--- src/rtl/dvi_video_pkg.sv ---
/*
 * Display video types: sync and data enable controls, framebuffer and
 * output pixel formats, and the payload handed from unpack to the encoders
 */
package dvi_video_pkg;

    // Framebuffer words carry two RGB565 pixels, low half first
    localparam int PIXELS_PER_WORD = 2;

    // Per pixel clock control bits, sync pulses are active high
    typedef struct packed {
        logic de;
        logic hsync;
        logic vsync;
    } video_ctrl_t;

    // One framebuffer pixel as stored in memory
    typedef struct packed {
        logic [4:0] red;
        logic [5:0] green;
        logic [4:0] blue;
    } rgb565_t;

    // One output pixel after colour expansion
    typedef struct packed {
        logic [7:0] red;
        logic [7:0] green;
        logic [7:0] blue;
    } rgb888_t;

    typedef struct packed {
        video_ctrl_t ctrl;
        rgb888_t     color;
    } video_px_t;

endpackage
--- src/rtl/dvi_pixel_unpack.sv ---
/*
 * Pixel unpacker. Pops one word per pixel pair, shows the low RGB565 half
 * first, expands to RGB888 and blanks pixels outside de or on underflow
 */
`timescale 1ns/1ps

module dvi_pixel_unpack
    import dvi_video_pkg::*;
(
    input  logic        aclk_i,
    input  logic        rst_n_i,
    input  video_ctrl_t ctrl_i,
    input  logic        fifo_empty_i,
    output logic        pop_o,
    input  logic [31:0] pop_data_i,
    output video_px_t   px_o,
    output logic        underflow_o
);

    logic    phase_q;
    logic    need_word;
    logic    hi_ok_q;
    rgb565_t hi_q;
    rgb888_t color_d;

    // Top bits are repeated into the low bits so full scale maps to 255
    function automatic rgb888_t expand(input rgb565_t px);
        rgb888_t res;
        res.red   = {px.red, px.red[4:2]};
        res.green = {px.green, px.green[5:4]};
        res.blue  = {px.blue, px.blue[4:2]};
        return res;
    endfunction

    assign need_word = ctrl_i.de && !phase_q;
    assign pop_o     = need_word && !fifo_empty_i;

    always_comb begin
        color_d = '0;
        if (need_word && !fifo_empty_i) begin
            color_d = expand(rgb565_t'(pop_data_i[15:0]));
        end else if (ctrl_i.de && phase_q && hi_ok_q) begin
            color_d = expand(hi_q);
        end
    end

    always_ff @(posedge aclk_i or negedge rst_n_i) begin
        if (!rst_n_i) begin
            phase_q     <= 1'b0;
            hi_ok_q     <= 1'b0;
            px_o        <= '0;
            underflow_o <= 1'b0;
        end else begin
            // Phase restarts on every line since H_ACTIVE is even
            phase_q    <= ctrl_i.de && !phase_q;
            px_o.ctrl  <= ctrl_i;
            px_o.color <= color_d;
            if (need_word) begin
                hi_ok_q <= !fifo_empty_i;
            end
            if (need_word && fifo_empty_i) begin
                underflow_o <= 1'b1;
            end
        end
    end

    always_ff @(posedge aclk_i) begin
        if (need_word) begin
            hi_q <= rgb565_t'(pop_data_i[31:16]);
        end
    end

endmodule

--- config.mk ---
export PLATFORM = sky130hd
export DESIGN_NAME = dvi_pixel_unpack
export DESIGN_NICKNAME = d
export VERILOG_FILES = /design/src/rtl/dvi_video_pkg.sv /design/src/rtl/dvi_pixel_unpack.sv
export SDC_FILE = /design/constraint.sdc
export NUM_CORES = 1
export LEC_CHECK = 0
export ABC_AREA = 1
export ABC_CLOCK_PERIOD_IN_PS = 1300
export BUFFER_PORTS_ARGS = -buffer_cell sky130_fd_sc_hd__buf_2
export CORE_ASPECT_RATIO = 0.6
export CORE_MARGIN = 5
export CORE_UTILIZATION = 34
export CTS_BUF_LIST = sky130_fd_sc_hd__clkbuf_2
export CTS_CLUSTER_SIZE = 24
export DETAILED_ROUTE_END_ITERATION = 6
export HOLD_SLACK_MARGIN = 0.08
export PLACE_DENSITY = 0.65
export SKIP_CTS_REPAIR_TIMING = 1
export SLEW_MARGIN = 10
export SYNTH_ARGS = -nofsm -noshare
export SYNTH_HDL_FRONTEND = slang
export SYNTH_SLANG_ARGS = --single-unit
export TNS_END_PERCENT = 10
--- constraint.sdc ---
create_clock -name aclk_i -period 1.3 [get_ports aclk_i]
set_input_delay 0.195 -clock aclk_i [delete_from_list [all_inputs] [get_ports aclk_i]]
set_output_delay 0.195 -clock aclk_i [all_outputs]
set_load 0.03 [all_outputs]
# Word level (Yosys, flattened, before mapping)

Cells that the tools add are included.

Register bits: 46
Input bits: 38
Output and inout port bits: 29
Word-level logic and storage cells: 21

Mux-type cells: 2
Reduce and logical (&&, ||, !) cells: 7

Operators with widths:

| kind              | number |
|---|---|
| $mux 24           | 2 |
| $logic_and 1x1->1 | 5 |
| $logic_not 1->1   | 2 |

# Logic depth before layout (Yosys ltp)

Word-level depth: 4
Mapped depth: 5
Depth with buffers taken out: 4

# Worst setup path after synthesis

OpenSTA, ideal clock, no wires.

Kind: reg-to-output
Start: register phase_q
End: output port pop_o
Arrival: 1.388 ns
Setup slack: -0.283 ns
Stages on the path, launching flop included: 5
Cells stage by stage: dfrtp_1 buf_6 nor2_2 nand2_1 inv_1

Longest elaborated chain between the ends: 3

RTL lines:

| element                | RTL line               | source |
|---|---|---|
| from (decl)            | dvi_pixel_unpack.sv:20 | `logic phase_q;` |
| from (signal assigned) | dvi_pixel_unpack.sv:55 | `phase_q <= ctrl_i.de && !phase_q;` |
| $logic_not 1->1        | dvi_pixel_unpack.sv:35 | `assign need_word = ctrl_i.de && !phase_q;` |
| $logic_and 1x1->1      | dvi_pixel_unpack.sv:35 |  |
| net need_word          | dvi_pixel_unpack.sv:21 | `logic need_word;` |
| $logic_and 1x1->1      | dvi_pixel_unpack.sv:36 | `assign pop_o = need_word && !fifo_empty_i;` |
| to (decl)              | dvi_pixel_unpack.sv:14 | `output logic pop_o,` |

The timed path passes the listed nets, and every way through them passes these cells.

# Worst setup path in the final report

Same ends and word-level chain as after synthesis.

==> results.txt <==
run status -> finished with violations
failing checks -> setup timing
Critical Path Fanout Max -> 3
share of cells above drive strength 1 -> 39.8%
Core Area -> 4170 um2
clock skew -> 6.05 ps
FF+latch count, synth -> 38
worst-margin pin slew -> 486 ps
initial core utilization -> 35.6%
crit path DAT -> 1180 ps
wire length per cell -> 13.4 um
f_max -> 727 MHz
crit end category -> output port
width of the die -> 95.3 um
largest net degree at the start of global routing -> 34
Overflow after GRT -> 0
Netlist cell types -> 12
CP cell instances -> nor2_4, nand2_2, inv_2, buf_6
slowest CP cell -> dfrtp_1
flop2flop setup slack -> 180 ps
top sig layer -> met4
max-slew violation count -> 0
# DRC -> 0
io pins -> 67
mapped cell area -> 1490 um2
Critical path origin -> phase_q
Sink Count -> 38
drt total wl -> 3.63 mm
Std-Cell Rows -> 18
relative slew slack -> 67.6%
Final TNS setup -> -74.6 ps
area leader, netlist -> dfrtp_1
worst min path class -> in -> reg
initial antenna violation count -> 0
fillers -> 353
CTS root buf -> clkbuf_2
area delta synth->final -> 47.5%
min cycle time layout -> 1370 ps
nets@finish -> 248
routability cong. -> 0.680
syn avg cell area -> 12.9 um2
H-tree Lvls -> 2
Num CTS Buffers -> 5
critical path endpoint -> pop_o
total number of vias -> 1,184
final design utilization -> 52.6%
Metal-1 WL -> 1.70 mm
Tot Pwr -> 2280 uW
DP HPWL -> 2.47 mm
Post-Layout Cell Count -> 271
RSZ-0062 raised after global routing -> true
max incr delay on CP -> 440 ps
pre-CTS setup slack -> 296 ps
worst r2r src -> phase_q
endpoints failing setup -> 1
initial DRC count -> 28
Hold Vio Cnt, Final -> 0
PortBufs -> 66
commonest cells after routing, fill and taps aside -> 65 x buf_2, 35 x dlygate4sd3_1, 32 x nand4_1
Die ar. -> 5830 um2
met3 wire length -> 336 um
placed insts -> 227
leakage -> 0.00110 uW
commonest non-fill, non-tap cell in the layout -> buf_2
first-pass GRT wire length -> 5.00 mm
CP Launch Type -> flop
post-synthesis sequential area ratio -> 69.4%
GR Util All Layers -> 11.9%
Die Y -> 61.2 um
area fraction of the dominant cell type after synthesis -> 37.1%
DRT antenna net count -> 0
CTS clk-pin slew, worst paths -> 170 ps
antenna cells -> 0
Setup Crit Path Kind -> reg -> out
Req. time, crit path -> 1110 ps
vias per cell -> 4.37
met2 WL -> 1.55 mm
Worst-Skew Late Latency -> 360 ps
CTS tree -> built
Worst R2R End -> px_o[13]
MaxCap Viol Count -> 0
Yosys Warn Count -> 0
Mapped Nets -> 153
Synth area leaders -> dfrtp_1 37%, edfxtp_1 32%, nand4_1 13%
pwr/cell area -> 1040 nW/um2
Post-Synthesis Cells -> 115
vias in the first global route -> 1,028
router iterations before antenna repair -> 4
Clock Path Buffers -> 2
Period Utilization, post-route -> 106%
VDD IR max -> 0.301 mV
R2R cell count -> 5
setup ws final -> -74.6 ps
[layout make-up]
class	instances	area (um2)	share of cell area, %
flip-flops and latches	38	1030	47.1
clock buffers	8	40.0	1.83
repair buffers	106	724	33.1
well taps	60	75.1	3.43
inverters	5	26.3	1.20
multi-input cells	54	294	13.4
[report_power, final]
part           total (uW)  internal [uW]  switching (uW)
Combinational         415            176             239
Sequential           1360           1320            37.9
Clock                 501            159             342
[stage by stage]
step                hold slack [ps]  area [um2]
detailed placement              192        1780
finish                         68.4        2190
floorplan                      -101        1490
global route                   43.9        2190
global placement                184        1780
CTS                            -250        1820
[sequential cells by signal (all words and copies together), names as in the netlist]
signal	cells
px_o	19
hi_q	16
hi_ok_q	1
phase_q	1
underflow_o	1
[cells in the mapped netlist]
cell / n
nor2_2: 1
buf_4: 13
inv_1: 3
buf_6: 3
edfxtp_1: 16
inv_4: 1
dfrtp_1: 22
inv_6: 1
buf_2: 2
nand2_1: 20
nand4_1: 32
o21ai_0: 1
[how the worst min path moves through the flow]
stage / start / endpoint / depth (start not counted)
after floorplan: rst_n_i / hi_ok_q / 0
after global placement: rst_n_i / underflow_o / 1
after detailed placement: rst_n_i / underflow_o / 1
after CTS: rst_n_i / px_o[20] / 1
after global routing: fifo_empty_i / underflow_o / 3
final: fifo_empty_i / underflow_o / 3
[metal layers]
metal | track usage, % | vias up
met2 | 14.9 | 56
met3 | 4.64 | 7
li1 | - | 598
met4 | 6.16 | 0
met1 | 17.3 | 523
met5 | 0 | -
[logic make-up (layout without fill, tap and decap cells)]
logic type	count (synthesis)	after routing	synth area share [%]
and+or+nand+nor	53	53	19.0
DFF	38	38	69.4
buffers and inverters	23	119	11.3
AOI/OAI and AO/OA	1	1	0.337
[worst max-delay path: cells and delay by family, from the launching register on]
kind                   cells  cell delay, ps
flip-flops                 1             440
buffers and inverters      2             170
AND/OR/NAND/NOR            2             210
(Power assumes the default switching activity.)
