==> src/rtl/dvi_video_pkg.sv <==
/*
 * Display video types: sync and data enable controls, framebuffer and
 * output pixel formats, and the payload handed from unpack to the encoders
 */
package dvi_video_pkg;

    // Framebuffer words carry two RGB565 pixels, low half first
    localparam int PIXELS_PER_WORD = 2;

    // Per pixel clock control bits, sync pulses are active high
    typedef struct packed {
        logic de;
        logic hsync;
        logic vsync;
    } video_ctrl_t;

    // One framebuffer pixel as stored in memory
    typedef struct packed {
        logic [4:0] red;
        logic [5:0] green;
        logic [4:0] blue;
    } rgb565_t;

    // One output pixel after colour expansion
    typedef struct packed {
        logic [7:0] red;
        logic [7:0] green;
        logic [7:0] blue;
    } rgb888_t;

    typedef struct packed {
        video_ctrl_t ctrl;
        rgb888_t     color;
    } video_px_t;

endpackage
==> src/rtl/dvi_timing_gen.sv <==
/*
 * DVI video timing generator. Runs the horizontal and vertical counters
 * and registers data enable, sync pulses and the line fetch request
 */
`timescale 1ns/1ps

module dvi_timing_gen
    import dvi_video_pkg::*;
#(
    parameter int H_ACTIVE = 640,
    parameter int H_FRONT  = 16,
    parameter int H_SYNC   = 96,
    parameter int H_BACK   = 48,
    parameter int V_ACTIVE = 480,
    parameter int V_FRONT  = 10,
    parameter int V_SYNC   = 2,
    parameter int V_BACK   = 33
) (
    input  logic        aclk_i,
    input  logic        rst_n_i,
    output video_ctrl_t ctrl_o,
    output logic        line_req_o
);

    localparam int H_TOTAL = H_ACTIVE + H_FRONT + H_SYNC + H_BACK;
    localparam int V_TOTAL = V_ACTIVE + V_FRONT + V_SYNC + V_BACK;
    localparam int H_W     = $clog2(H_TOTAL);
    localparam int V_W     = $clog2(V_TOTAL);

    logic [H_W-1:0] h_q;
    logic [V_W-1:0] v_q;
    logic           h_last;
    logic           v_last;
    logic           next_active;
    logic           req_d;
    video_ctrl_t    ctrl_d;

    assign h_last = (h_q == H_W'(H_TOTAL - 1));
    assign v_last = (v_q == V_W'(V_TOTAL - 1));

    // Lines run active, front porch, sync, back porch in both directions
    always_comb begin
        ctrl_d.de    = (h_q < H_W'(H_ACTIVE)) && (v_q < V_W'(V_ACTIVE));
        ctrl_d.hsync = (h_q >= H_W'(H_ACTIVE + H_FRONT)) &&
                       (h_q <  H_W'(H_ACTIVE + H_FRONT + H_SYNC));
        ctrl_d.vsync = (v_q >= V_W'(V_ACTIVE + V_FRONT)) &&
                       (v_q <  V_W'(V_ACTIVE + V_FRONT + V_SYNC));
        // The last back porch line counts too, it prefetches line 0
        next_active  = (v_q < V_W'(V_ACTIVE - 1)) || v_last;
        req_d        = (h_q == H_W'(H_ACTIVE)) && next_active;
    end

    // Counters come out of reset at the top of vertical blanking
    always_ff @(posedge aclk_i or negedge rst_n_i) begin
        if (!rst_n_i) begin
            h_q        <= '0;
            v_q        <= V_W'(V_ACTIVE);
            ctrl_o     <= '0;
            line_req_o <= 1'b0;
        end else begin
            ctrl_o     <= ctrl_d;
            line_req_o <= req_d;
            if (h_last) begin
                h_q <= '0;
                v_q <= v_last ? '0 : v_q + 1'b1;
            end else begin
                h_q <= h_q + 1'b1;
            end
        end
    end

endmodule

==> config.mk <==
export PLATFORM = sky130hd
export DESIGN_NAME = dvi_timing_gen
export DESIGN_NICKNAME = d
export VERILOG_FILES = /design/src/rtl/dvi_video_pkg.sv /design/src/rtl/dvi_timing_gen.sv
export SDC_FILE = /design/constraint.sdc
export NUM_CORES = 1
export LEC_CHECK = 0
export ABC_CLOCK_PERIOD_IN_PS = 5000
export BUFFER_PORTS_ARGS = -buffer_cell sky130_fd_sc_hd__buf_4
export CORE_MARGIN = 2
export CORE_UTILIZATION = 45
export DETAILED_ROUTE_END_ITERATION = 16
export PLACE_DENSITY_LB_ADDON = 0.12
export SYNTH_ARGS = -nofsm -noshare
export SYNTH_HDL_FRONTEND = slang
export SYNTH_SLANG_ARGS = --single-unit
==> constraint.sdc <==
create_clock -name aclk_i -period 5 [get_ports aclk_i]
set_clock_uncertainty 0.15 [all_clocks]
set_input_delay 0.75 -clock aclk_i [delete_from_list [all_inputs] [get_ports aclk_i]]
set_output_delay 0.75 -clock aclk_i [all_outputs]
set_load 0.005 [all_outputs]
# Word level (Yosys, flattened, before mapping)
# Index checks and enable logic that the tools add are counted.
# W data, S select, Z words.
[word_totals] inputBits=2 word_cells=25 reg_bits=24
[classes] n_lt_le_gt_ge=7 n_eq_ne=3 addsub=2 n_reduce_logical=5 muxes=2
[op_table] cell="$eq A10 B10 Y1 const B" n=3
[op_table] cell="$lt A10 B9 Y1 const B" n=3
[op_table] cell="$add A10 B1 Y10 const B" n=2
[op_table] cell="$lt A10 B10 Y1 const B" n=2
[op_table] cell="$mux W10" n=2
[op_table] cell="$ge A10 B10 Y1 const B" n=1
[op_table] cell="$ge A10 B9 Y1 const B" n=1
[op_table] cell="$logic_and A1 B1 Y1" n=4
[op_table] cell="$logic_or A1 B1 Y1" n=1

# Depth between registers and ports, before layout
[depth] ltp_word=3 mapped_depth=6 ltp_nobuf=6

# Least setup slack after synthesis
# OpenSTA, ideal clock, no wires.
[synth_timing] path_type="register to register" start="register h_q[0]" end="register v_q[9]" stages_incl_launch_ff=6 setup_slack_ns=3.158 n_path_buf=0 t_arrival_ns=1.615 path_cell_list="dfrtp_1 > ha_1 > and3_1 > nand4_2 > or4b_1 > a21oi_1"
[synth_between] elab_chain_len=1
[synth_rtl] item="from (decl)" line_no="dvi_timing_gen.sv:30" rtl="logic [H_W-1:0] h_q;"
[synth_rtl] item="from (signal assigned)" line_no="dvi_timing_gen.sv:67" rtl="h_q <= h_q + 1'b1;"
[synth_rtl] item="$eq A10 B10 Y1" line_no="dvi_timing_gen.sv:38" rtl="assign h_last = (h_q == H_W'(H_TOTAL - 1));"
[synth_rtl] item="to (signal assigned)" line_no="dvi_timing_gen.sv:57" rtl="v_q <= V_W'(V_ACTIVE);"
[synth_rtl] item="to (signal assigned)" line_no="dvi_timing_gen.sv:65" rtl="v_q <= v_last ? '0 : v_q + 1'b1;"
[synth_rtl] item="to (decl)" line_no="dvi_timing_gen.sv:31" rtl="logic [V_W-1:0] v_q;"
# No other way between the ends.
# A chain may end at the register's enable or synchronous reset.

# Worst setup path in the final report
# Same ends and word-level chain as after synthesis.

==> impl_metrics.py <==
metrics = {
    "sta": {
        "max_slew_margin_pct": 72.3,
        "fmax_mhz": 482,
        "final_hold_viol_count": 0,
        "slew_violations": 0,
        "rsz0062_at_grt": "false",
        "fin_crit_sh_pct": 41.5,
        "worstMarginPinSlew_ns": 0.415,
        "period_needed_ns": 2.07,
        "final.setup.tns_ns": 0,
        "setup_viol": 0,
    },
    "cells_and_area": {
        "antenna_cells": 0,
        "design_area_mm2": 0.00129,
        "layout_common_cells": "20 x dfrtp_1, 13 x nor2_1, 11 x nand3_1",
        "area_growth_syn_to_layout_pct": 6.71,
        "fin_nets": 134,
        "stdcell_count": 157,
        "final_common_cell": "dfrtp_1",
        "drive_gt1_share_pct": 11.0,
        "fill_cells": 231,
    },
    "worst_setup_path": {
        "worstReg2RegEnd": "v_q[9]",
        "cp-end-kind": "flop",
        "critPathMaxFanout": 7,
        "startpoint": "h_q[0]",
        "ff2ff_setup_slack_ns": 2.93,
        "cp-endpoint": "v_q[9]",
        "arrival_ns": 2.16,
        "path_class": "flop to flop",
        "worstPathCellList": "ha_1 -> and3_1 -> nand4_2 -> or4b_1 -> a21oi_1",
        "cp-start-kind": "flop",
        "critPathSlowestCell": "or4b_1",
        "crit_cells": 5,
        "required_ns": 5.09,
        "crit_path_max_incr_delay_ns": 0.55,
        "path_delay_family": "simple AND/OR/NAND/NOR gates",
        "reg2reg_depth": 5,
        "r2r-start": "h_q[0]",
        "worst-path-buf-inv": 0,
    },
    "clocking": {
        "clk_latency_ns": 0.30,
        "postCtsSetupBuffers": 0,
        "cts_root_buffer": "clkbuf_4",
        "cts_inserted_buffers": 3,
        "path_clk_slew_ns": 0.12,
        "clock-sinks": 24,
        "cts_tree": "built",
        "ctsResizeCount": 0,
        "cts_buffer_depth": 2,
        "htreeDepth": 1,
        "cts_hold_buf": 0,
    },
    "placed_design": {
        "dp_hpwl_um": 1440,
        "place.gp.congestion": 0.834,
        "numPortBuffers": 5,
        "placed_area_mm2": 0.00127,
        "placed_cells_incl_taps": 153,
    },
    "die": {
        "die_x_um": 55.9,
        "core-area_mm2": 0.00252,
        "row_count": 18,
        "initial_core_util_pct": 48.1,
        "ios": 6,
        "dieHeight_um": 55.9,
        "die-area_mm2": 0.00313,
    },
    "status": {
        "status": "finished clean",
    },
    "pwr": {
        "power.leakage_nw": 0.550,
        "p_per_area_mw_per_mm2": 218,
        "ir_worst_vdd_uv": 241,
    },
    "yosys": {
        "async_flop_share_pct": 100,
        "synth_area_mm2": 0.00121,
        "ys_warn_count": 0,
        "synth_edf_count": 0,
        "syn-instance-count": 121,
        "synth_cell_types": 35,
        "synthFlopType": "dfrtp_1",
        "ys_seq_elements": 24,
        "syn_area_per_cell_um2": 10.0,
        "synth_fp_nets": 127,
        "yosysSeqAreaShare_pct": 49.9,
    },
    "drt": {
        "ant_nets": 0,
        "wirelength_um": 2020,
        "routedWlPerCell_um": 12.8,
        "via_per_inst": 5.52,
        "first_pass_iters": 4,
        "vias": 867,
        "drt_iter0_drc": 21,
        "drc": 0,
    },
    "global_routing": {
        "grt_usage_pct": 15.2,
        "grt_pass1_wl_um": 3770,
        "antenna_found_initial": 0,
        "grt_pass1_vias": 826,
        "grt.overflow.total": 0,
        "grt_max_degree": 25,
    },
    "hold_path": {
        "hp-class": "input pin to async pin",
    },
    "flow_run": {
        "maxCapViolCount": 0,
    },
}
## per-layer routing
layer,vias up,wire [µm],track usage (%)
met4,0,18,4.08
met3,2,64,4.88
met2,8,859,22.1
met5,-,0,0
met1,417,1070,21.9
li1,440,-,-
## cell families after synthesis
family          Yosys count  share of synthesized area, %
mux                       1                         0.826
simple gates             55                          26.6
fa+ha+maj                 4                          4.13
xor+xnor                 10                          7.22
buf+inv                  12                          4.44
flops                    24                          49.9
compound gates           15                          6.81
## Yosys cell counts (2+ instances only)
cell      instances  area, µm²
a21oi_1           5       25.0
a31oi_1           2       12.5
dfrtp_1          20        500
dfstp_2           4        105
ha_1              4       50.1
inv_1             9       33.8
nand2_1           6       22.5
nand2b_1          2       12.5
nand3_1          11       55.1
nand4_1           8       50.1
nor2_1           13       48.8
nor3_1            2       10.0
o21ai_0           5       25.0
xnor2_1           7       61.3
xor2_1            3       26.3
## sequential cells by signal, indices dropped and copies added, names as in the netlist
name	flops
h_q	10
ctrl_o	3
v_q	10
line_req_o	1
## final cells by class
type / instances / area [µm²] / area share (%)
Tap cell: 30 / 37.5 / 2.90
Multi-Input combinational cell: 85 / 553 / 42.7
Inverter: 9 / 33.8 / 2.61
Clock buffer: 4 / 26.3 / 2.03
Sequential cell: 24 / 606 / 46.8
Timing Repair Buffer: 5 / 37.5 / 2.90
## worst min path at each step
| stage | to | cells after the start |
|---|---|---|
| after floorplan | ctrl_o[0] | 0 |
| final | ctrl_o[1] | 1 |
| after CTS | h_q[4] | 1 |
| after detailed placement | v_q[7] | 1 |
| after global placement | h_q[0] | 1 |
| after global routing | h_q[4] | 1 |
## per-stage QoR
step	utilization, %	hold WS, ns	setup WS [ns]	power, mW
after detailed placement	50.2	0.357	2.96	0.202
after CTS	51.3	0.157	2.90	0.289
after global placement	50.2	0.342	3.05	0.202
final	51.3	0.163	2.93	0.283
after floorplan	-	0.304	3.16	0.198
after global routing	51.3	0.154	2.77	0.298
## power by group
| part | switching (mW) | leakage [nW] | internal, mW |
|---|---|---|---|
| registers | 0 | 0.301 | 0.194 |
| logic | 0.00341 | 0.234 | 0.000534 |
| clock network | 0.0533 | 0.0150 | 0.0311 |
Power figures use the tool's default switching activity.
