**src/rtl/tmds_encoder.sv**
```systemverilog
/*
 * DVI 1.0 TMDS encoder for one colour channel. Data periods use the
 * transition-minimizing and DC-balancing stages, blanking sends control tokens
 */
`timescale 1ns/1ps

module tmds_encoder (
    input  logic       aclk_i,
    input  logic       rst_n_i,
    input  logic       de_i,
    input  logic [7:0] data_i,
    input  logic [1:0] ctrl_i,
    output logic [9:0] tmds_o
);

    localparam logic [9:0] TOKEN_00 = 10'b1101010100;
    localparam logic [9:0] TOKEN_01 = 10'b0010101011;
    localparam logic [9:0] TOKEN_10 = 10'b0101010100;
    localparam logic [9:0] TOKEN_11 = 10'b1010101011;

    logic              [8:0] q_m;
    logic              [3:0] n1_d;
    logic              [3:0] n1_q;
    logic              [3:0] n0_q;
    logic                    use_xnor;
    logic signed       [4:0] bal;
    logic signed       [4:0] cnt_q;
    logic signed       [4:0] cnt_d;
    logic              [9:0] sym_d;

    // First stage picks XOR or XNOR chaining to cut transitions
    always_comb begin
        n1_d     = 4'($countones(data_i));
        use_xnor = (n1_d > 4'd4) || ((n1_d == 4'd4) && !data_i[0]);
        q_m[0]   = data_i[0];
        for (int i = 1; i < 8; i++) begin
            q_m[i] = use_xnor ? ~(q_m[i-1] ^ data_i[i]) : (q_m[i-1] ^ data_i[i]);
        end
        q_m[8] = ~use_xnor;
        n1_q   = 4'($countones(q_m[7:0]));
        n0_q   = 4'd8 - n1_q;
        bal    = $signed({1'b0, n1_q}) - $signed({1'b0, n0_q});
    end

    // Second stage inverts the word when that pulls the running disparity toward zero
    always_comb begin
        if ((cnt_q == 5'sd0) || (n1_q == n0_q)) begin
            sym_d = {~q_m[8], q_m[8], q_m[8] ? q_m[7:0] : ~q_m[7:0]};
            cnt_d = q_m[8] ? cnt_q + bal : cnt_q - bal;
        end else if ((!cnt_q[4] && (n1_q > n0_q)) || (cnt_q[4] && (n0_q > n1_q))) begin
            sym_d = {1'b1, q_m[8], ~q_m[7:0]};
            cnt_d = cnt_q + $signed({3'b000, q_m[8], 1'b0}) - bal;
        end else begin
            sym_d = {1'b0, q_m[8], q_m[7:0]};
            cnt_d = cnt_q - $signed({3'b000, ~q_m[8], 1'b0}) + bal;
        end
    end

    always_ff @(posedge aclk_i or negedge rst_n_i) begin
        if (!rst_n_i) begin
            tmds_o <= TOKEN_00;
            cnt_q  <= '0;
        end else if (de_i) begin
            tmds_o <= sym_d;
            cnt_q  <= cnt_d;
        end else begin
            cnt_q <= '0;
            case (ctrl_i)
                2'b00:   tmds_o <= TOKEN_00;
                2'b01:   tmds_o <= TOKEN_01;
                2'b10:   tmds_o <= TOKEN_10;
                default: tmds_o <= TOKEN_11;
            endcase
        end
    end

endmodule

```
**config.mk**
```make
export PLATFORM = sky130hd
export DESIGN_NAME = tmds_encoder
export DESIGN_NICKNAME = d
export VERILOG_FILES = /design/src/rtl/tmds_encoder.sv
export SDC_FILE = /design/constraint.sdc
export NUM_CORES = 1
export LEC_CHECK = 0
export BUFFER_PORTS_ARGS = -buffer_cell sky130_fd_sc_hd__buf_2
export CAP_MARGIN = 20
export CORE_MARGIN = 2
export CORE_UTILIZATION = 59
export DETAILED_ROUTE_END_ITERATION = 12
export GPL_TIMING_DRIVEN = 0
export PLACE_DENSITY = 0.81
export SYNTH_ARGS = -nofsm -noshare
export SYNTH_HDL_FRONTEND = slang
export SYNTH_SLANG_ARGS = --single-unit
```
**constraint.sdc**
```tcl
create_clock -name aclk_i -period 2.5 [get_ports aclk_i]
set_clock_uncertainty 0.05 [all_clocks]
set_input_delay 0 -clock aclk_i [delete_from_list [all_inputs] [get_ports aclk_i]]
set_output_delay 0 -clock aclk_i [all_outputs]
set_load 0.005 [all_outputs]
```
== Yosys cells after proc, flatten, opt, wreduce, memory -nomap -nowiden ==
Cells that the tools add are included.

* Bits in registers: 15
* Word-level logic and storage cells: 73

* Multiplexer cells: 16
* Magnitude comparators: 3
* Bitwise gates (word level): 16
* Add/sub/neg operators: 22
* Eq/ne operators: 4
* Reductions and logical operators: 10

{| class="wikitable"
|+ Operators by type and width
! kind !! count
|-
| $mux 10 || 3
|-
| $pmux 10 s3 || 1
|-
| $mux 5 || 4
|-
| $add 1x1->2 || 8
|-
| $add 2x2->3 || 4
|-
| $add 5x5->5 || 2
|-
| $sub 5x5->5 || 2
|-
| $add 3x3->4 || 2
|-
| $gt 4x4->1 || 2
|-
| $mux 8 || 1
|-
| $not 1->1 || 8
|-
| $not 8->8 || 1
|-
| $mux 1 || 7
|-
| $xor 1x1->1 || 7
|-
| $add 5x3->5 || 1
|-
| $logic_not 5->1 || 1
|-
| $sub 4x4->5 || 1
|-
| $sub 5x3->5 || 1
|-
| $eq 4x3->1 const B || 1
|-
| $eq 4x4->1 || 1
|-
| $gt 4x3->1 const B || 1
|-
| $sub 4x4->4 const A || 1
|-
| $logic_and 1x1->1 || 3
|-
| $logic_or 1x1->1 || 3
|-
| 4 further kinds || 5
|}

== Logic depth before layout (Yosys ltp) ==
Gate-level depths: netlist of run 1.

* Word-level depth: 35
* Mapped depth: 34

== Worst setup path before layout of run 1 ==
No wires, ideal clock.

* Path kind: input port to flip-flop
* Start: input data_i[0]
* End: register cnt_q[4]
* Stages: 33
* Setup time: 0.079 ns
* Path slack: -5.381 ns
* Data arrival time: 7.752 ns
* Cell sequence: inv_1 > fa_1 > fa_1 > fa_1 > inv_1 > ha_1 > fa_1 > nor3b_1 > o21ai_1 > a21oi_4 > inv_2 > xnor2_1 > fa_1 > fa_1 > inv_1 > fa_1 > ha_1 > inv_1 > fa_1 > nor2b_2 > inv_2 > ha_1 > nor2b_1 > o21ai_0 > o21a_1 > ha_1 > inv_1 > ha_1 > a21oi_1 > xnor2_1 > mux2i_1 > mux2i_1 > mux2i_1

* Longest elaborated chain between the ends: 35

{| class="wikitable"
|+ Ends and longest elaborated chain
! element !! line !! text
|-
| start: declaration || 11 || <nowiki>input logic [7:0] data_i,</nowiki>
|-
| parallel branches: the longest is 33 deep, another holds $add 3x3->4 || n/a ||
|-
| $mux 5 * || 47 || <nowiki>if ((cnt_q == 5'sd0) || (n1_q == n0_q)) begin</nowiki>
|-
| $mux 5 * || 63 || <nowiki>end else if (de_i) begin</nowiki>
|-
| end signal: assignment || 65 || <nowiki>cnt_q <= cnt_d;</nowiki>
|-
| end: declaration || 27 || <nowiki>logic signed [4:0] cnt_q;</nowiki>
|}

Every way passes the cells marked *.

== Worst setup path in the final report of run 1 ==
* Start: input data_i[1]
* End: register cnt_q[4]

The elaborated chain is that of the path after synthesis.

==> out/summary.txt, run 1 <==
total track usage -> 0.224
asr flop ratio synth -> 1.00
Clock Tree Buf Depth -> 2
RSZ-0062 raised after global routing -> true
placed inst area -> 2180 sq um
Pins Over Slew Limit -> 0
max-cap violation count -> 0
RD Place Congestion -> 0.819
Period Utilization, post-route -> 2.96
Post-Synthesis Cells -> 201
WP depth -> 35
Tmin final -> 7.40 ns
TritonCTS buffer count -> 3
R2R depth -> 11
Worst-Skew Late Latency -> 0.28 ns
Post-Place Setup Slack -> -5.80 ns
Chip Height -> 61.1 um
worst min path class -> in2reg
post-route setup slack -> -4.90 ns
Reg2Reg Capture Point -> cnt_q[4]$_DFF_PN0_
Core Region -> 3080 sq um
Tightest Pin Transition -> 0.649 ns
post-synth top area share -> 0.175
WP data arrival -> 7.56 ns
die area -> 3740 sq um
initial core utilization -> 0.626
failing checks -> setup timing
Worst R2R Setup Slack -> 0.02 ns
synthesis warning total -> 0
antenna violations before repair -> 0
vias in the first global route -> 1427
RR Startpoint -> cnt_q[1]$_DFF_PN0_
number of distinct library cells after synthesis -> 39
CP Launch Point -> data_i[1]
Mapped Nets -> 253
Hold Vio Cnt, Final -> 0
IO Pins -> 23
hold slack -> 0.0311 ns
Max Fclk -> 0.135 GHz
Primary FF master, synth -> dfrtp_1
Crit path max-delay family -> adder cells
Synth area leaders -> ha_1, dfrtp_1, fa_1
# rows -> 20
die outline width -> 61.1 um
Avg Inst Size Synth -> 9.58 sq um
share of layout cells above drive strength 1 -> 0.400
Avg Vias per Cell -> 5.09
H-tree depth -> 1
outcome -> finished, violations left
first-pass GRT wire length -> 6290 um
Setup crit end -> cnt_q[4]$_DFF_PN0_
crit path kind -> in2reg
EDFF count, synth -> 0
Via Count -> 1495
crit-path most repeated cell -> fa_1
CP max-delay cell -> fa_1
CTS clock-pin slew for the worst setup and hold paths -> 0.08 ns
Residual DRC -> 0
final net count -> 303
diode count -> 0
CTS sink cnt -> 15
initial drt markers -> 49
clk root buf -> clkbuf_4
Final setup viols -> 14
Post-DRT Antenna Nets -> 0
First-pass DRT Iterations -> 4
synthesized area -> 1930 sq um
Final HPWL DP -> 2770 um
grt total ovfl -> 0
crit end category -> flip-flop
TritonCTS clock tree -> built
largest area contributor in the synthesized netlist -> ha_1
largest net degree at the start of global routing -> 16
Worst Path Buf+Inv -> 8
hold depth -> 4
Crit path largest cell delay -> 0.54 ns
post-synthesis register bit count -> 15
# port buffers -> 22
Worst slew margin -> 0.564
sequential share of the synthesized area -> 0.198
Post-Route WL -> 4000 um
crit-path max FO -> 2
Startpoint Class -> input pin
Final Instance Area -> 2530 sq um
Layout area overhead -> 31.5%
Critical Path RT -> 2.66 ns
WL/cell -> 13.6 um
cell usage in the layout (no fill, tap or decap), drive strengths merged, types with 7 or more instances in the layout:
cell    n
buf    42
inv    36
ha     27
xnor2  23
a21oi  19
fa     12
dfrtp  10
nor2   10
xor2    9
nand2   7
per-layer routing:
layer / global-route usage / part of all wire / vias to the layer above
li1: - / - / 747
met1: 0.287 / 0.44 / 697
met2: 0.394 / 0.51 / 42
met3: 0.0168 / 0.033 / 9
met4: 0.0807 / 0.019 / 0
met5: 0 / 0 / -
what timing repair did:
action / in CTS / in global routing
pin swaps: 19 / 14
buffers inserted: 13 / 9
endpoints found under the setup margin: 14 / 14
hold buffers: 3 / 0
gates cloned: 0 / 0
gates resized for setup: 18 / 10
endpoints found under the hold margin: 17 / 0
synth_stat cells, types with 2 or more instances:
library cell,count
mux2_4,2
fa_1,12
dfstp_2,5
dfrtp_1,10
o21ai_1,2
ha_1,27
xor2_1,7
mux2i_1,5
nor2_1,9
xnor2_1,22
nand2_1,7
nor3b_1,2
inv_2,5
o21ai_0,4
a21oi_1,18
nand2b_1,3
a21o_1,3
inv_1,31
nor3_1,3
nor2b_1,3
or2_2,2
xor2_2,2
tightest hold or removal path, stage by stage:
cell and delay (ns):
buf_2 0.12, inv_1 0.07, ha_1 0.12, a21oi_1 0.06
registers in the layout, indices dropped and copies added (netlist names):
signal / count
cnt_q: 5
tmds_o: 10
worst min-delay path by stage:
stage / start / to
4_1_cts: ctrl_i[1] / tmds_o[9]$_DFF_PN1_
2_1_floorplan: rst_n_i / cnt_q[0]$_DFF_PN0_
6_report: ctrl_i[1] / tmds_o[9]$_DFF_PN1_
3_3_place_gp: rst_n_i / cnt_q[1]$_DFF_PN0_
3_5_place_dp: rst_n_i / cnt_q[1]$_DFF_PN0_
5_1_grt: ctrl_i[1] / tmds_o[9]$_DFF_PN1_
cells by family (layout without fill, tap and decap cells):
logic type | count (synthesis) | in the layout | synth area share
adder cells (fa/ha/maj) | 39 | 39 | 0.300
buffers and inverters | 37 | 86 | 0.0721
AO/OA/AOI/OAI | 35 | 35 | 0.116
AND/OR/NAND/NOR | 35 | 35 | 0.103
XOR/XNOR | 32 | 32 | 0.157
flip-flops | 15 | 15 | 0.198
multiplexers | 8 | 8 | 0.0533
stage by stage:
step / TNS (ns) / instances / utilization
final: -59.27 / 294 / 0.823
after global routing: -62.02 / 294 / 0.823
after CTS: -58.82 / 287 / 0.787
after detailed placement: -69.30 / 267 / 0.709
after global placement: -68.54 / 267 / 0.709
after floorplan: -60.93 / 201 / -
layout make-up:
cell class,instances,area [sq um]
tap,44,55.1
fill,176,546
clock inverter,1,5.00
clock buffer,3,22.5
sequential,15,382
multi-input combinational,149,1600
inverter,36,148
timing repair buffer,45,322
buffer,1,3.75
Power of run 1 is left out: the tool's default activity adds up to more than one toggle a clock period on the data nets, which glitch-free logic cannot reach.
==> inputs of run 2 (changes only) <==
--- a/config.mk
+++ b/config.mk
@@ -5,13 +5,14 @@
 export SDC_FILE = /design/constraint.sdc
 export NUM_CORES = 1
 export LEC_CHECK = 0
+export ABC_AREA = 1
 export BUFFER_PORTS_ARGS = -buffer_cell sky130_fd_sc_hd__buf_2
 export CAP_MARGIN = 20
 export CORE_MARGIN = 2
-export CORE_UTILIZATION = 59
+export CORE_UTILIZATION = 60
 export DETAILED_ROUTE_END_ITERATION = 12
 export GPL_TIMING_DRIVEN = 0
-export PLACE_DENSITY = 0.81
+export PLACE_DENSITY = 0.89
 export SYNTH_ARGS = -nofsm -noshare
 export SYNTH_HDL_FRONTEND = slang
 export SYNTH_SLANG_ARGS = --single-unit
==> run 2 against run 1 <==
- the run still ends with setup timing left
- first-iteration DRC count rose to 9.8 times the previous value
- non-clock buffer count is 31 higher
- cell area grew 35%
- die area grew 13%
- core utilization rose by 12 points
- critical path depth up 11
- final cell count up 41%
- worst setup slack worse by 0.94 ns
- register-to-register slack lost 0.12 ns
- via count increased by 97%
- flip-flop and latch count unchanged
- critical path type unchanged
==> out/summary.txt, run 2 <==
max FFs per register -> 10
H-tree depth -> 1
worst min path class -> in2async
Tightest Pin Transition -> 0.991 ns
crit-path max FO -> 4
Crit path largest cell delay -> 0.57 ns
Layout area overhead -> 53.0%
die area -> 4220 sq um
post-synth top area share -> 0.151
hold slack -> 0.137 ns
Post-DRT Antenna Nets -> 0
Via Count -> 2945
die outline width -> 65.0 um
Avg Vias per Cell -> 7.08
Primary FF master, synth -> dfrtp_1
DP Cell Count -> 360
initial drt markers -> 482
First-pass DRT Iterations -> 9
asr flop ratio synth -> 1.00
max-cap violation count -> 0
WP data arrival -> 8.47 ns
Worst-Skew Late Latency -> 0.26 ns
EDFF count, synth -> 0
sequential share of the synthesized area -> 0.171
Biggest register -> tmds_o
most common cell after layout, fill and taps aside -> buf_4
synthesized area -> 2230 sq um
share of layout cells above drive strength 1 -> 0.535
Pins Over Slew Limit -> 0
Tmin final -> 8.34 ns
most common cell in the netlist -> nand2_1
# fillers -> 98
top cells by count, synth -> nand2_1, inv_1, ha_1, nand3_1, o21ai_0
RSZ-0062 raised after global routing -> true
RD Place Congestion -> 0.907
TritonCTS buffer count -> 3
grt total ovfl -> 0
Final setup viols -> 14
TritonCTS clock tree -> built
synthesis warning total -> 0
vias in the first global route -> 2581
Core Region -> 3610 sq um
antenna violations before repair -> 0
Synth area leaders -> ha_1, dfrtp_1, fa_1
largest area contributor in the synthesized netlist -> ha_1
CP max-delay cell -> fa_1
number of distinct library cells after synthesis -> 30
total track usage -> 0.396
placed inst area -> 2560 sq um
Residual DRC -> 0
largest net degree at the start of global routing -> 16
WL/cell -> 27.2 um
IO Pins -> 23
CTS clock-pin slew for the worst setup and hold paths -> 0.07 ns
Final HPWL DP -> 3820 um
post-synthesis register bit count -> 15
Chip Height -> 65.0 um
Worst slew margin -> 0.332
crit-path most repeated cell -> nand2_4
Startpoint Class -> input pin
biggest regs -> tmds_o (10), cnt_q (5)
Final Instance Area -> 3410 sq um
most frequent cells in the layout -> buf_4, inv_1, nand2_1, nand2_2, ha_1
first-pass GRT wire length -> 12600 um
Max Fclk -> 0.120 GHz
setup TNS -> -68.55 ns
Post-Synthesis Cells -> 290
diode count -> 0
crit end category -> flip-flop
# port buffers -> 22
# rows -> 22
initial core utilization -> 0.619
final net count -> 421
CTS sink cnt -> 15
Period Utilization, post-route -> 3.34
Post-Layout Cell Count -> 416
Post-Route WL -> 11300 um
failing checks -> setup timing
Critical Path RT -> 2.63 ns
Mapped Nets -> 342
clk root buf -> clkbuf_8
post-route setup slack -> -5.84 ns
Avg Inst Size Synth -> 7.69 sq um
Clock Tree Buf Depth -> 2
Hold Vio Cnt, Final -> 0
outcome -> finished, violations left
crit path kind -> in2reg
==> run 2: cell types whose count changed in the layout (fill, tap and decap cells not counted), moves of 7 or more <==
cell | previous run | this run
nand3_1 | 0 | 18
xnor2_1 | 18 | 5
nand2_1 | 5 | 35
buf_6 | 5 | 13
nand3_4 | 0 | 9
inv_1 | 26 | 35
nand2_2 | 2 | 21
nand3_2 | 0 | 10
buf_4 | 16 | 38
a21oi_1 | 16 | 9
nand2_4 | 0 | 15
==> run 2: worst paths after layout <==
| kind | from | end | slack [ns] | cells past startpoint |
|---|---|---|---|---|
| max in group asynchronous | rst_n_i | tmds_o[6]$_DFF_PN1_ | 1.97 | 2 |
| worst max register to register | cnt_q[1]$_DFF_PN0_ | cnt_q[3]$_DFF_PN0_ | -0.10 | 8 |
| min in group aclk_i | data_i[0] | tmds_o[0]$_DFF_PN0_ | 0.15 | 4 |
| worst min register to register | cnt_q[0]$_DFF_PN0_ | cnt_q[0]$_DFF_PN0_ | 0.48 | 2 |
| worst min-delay path | rst_n_i | cnt_q[4]$_DFF_PN0_ | 0.14 | 2 |
| worst max-delay path | data_i[3] | cnt_q[4]$_DFF_PN0_ | -5.84 | 46 |
==> run 2: repair_timing <==
action | in CTS | in global routing
hold endpoints to repair | 16 | 0
setup buffers | 37 | 14
setup endpoints to repair | 14 | 14
gates resized for setup | 53 | 51
gates cloned | 0 | 0
pin swaps | 36 | 11
hold buffers | 2 | 0
==> run 2: per-layer routing <==
layer / part of all wire / track usage / vias up / wire [um]
met5: 0 / 0 / - / 0
met4: 0.11 / 0.223 / 0 / 1220
met3: 0.14 / 0.0868 / 157 / 1620
met2: 0.42 / 0.659 / 378 / 4690
met1: 0.33 / 0.470 / 1328 / 3760
li1: - / - / 1082 / -
==> run 2: per-stage QoR <==
step | util | setup WS [ns]
5_1_grt | 0.947 | -5.97
6_report | 0.947 | -5.84
3_5_place_dp | 0.711 | -5.97
4_1_cts | 0.864 | -5.03
3_3_place_gp | 0.711 | -5.85
2_1_floorplan | - | -5.12
==> run 2: cells by family after synthesis <==
kind of cell / share of synthesized area
AOI/OAI and AO/OA: 0.103
buffers and inverters: 0.103
xor gates and xnor gates: 0.0510
adders and majority gates: 0.259
and+or+nand+nor: 0.312
DFF: 0.171
==> run 2: final cells by class <==
cell class,count,area (sq um),area share
Multi-Input combinational cell,216,2050,0.600
Buffer,3,35.0,0.0103
Timing Repair Buffer,74,596,0.174
Inverter,56,248,0.0726
Sequential cell,15,382,0.112
Clock buffer,4,45.0,0.0132
Tap cell,48,60.1,0.0176
==> run 2: worst max-delay path, delay by kind of cell <==
| family | cells | cell delay [ns] |
|---|---|---|
| fa+ha+maj | 10 | 4.25 |
| simple gates | 17 | 1.86 |
| compound gates | 7 | 1.01 |
| buf+inv | 10 | 0.93 |
| xor+xnor | 2 | 0.40 |
Power of run 2 is left out for the same reason.
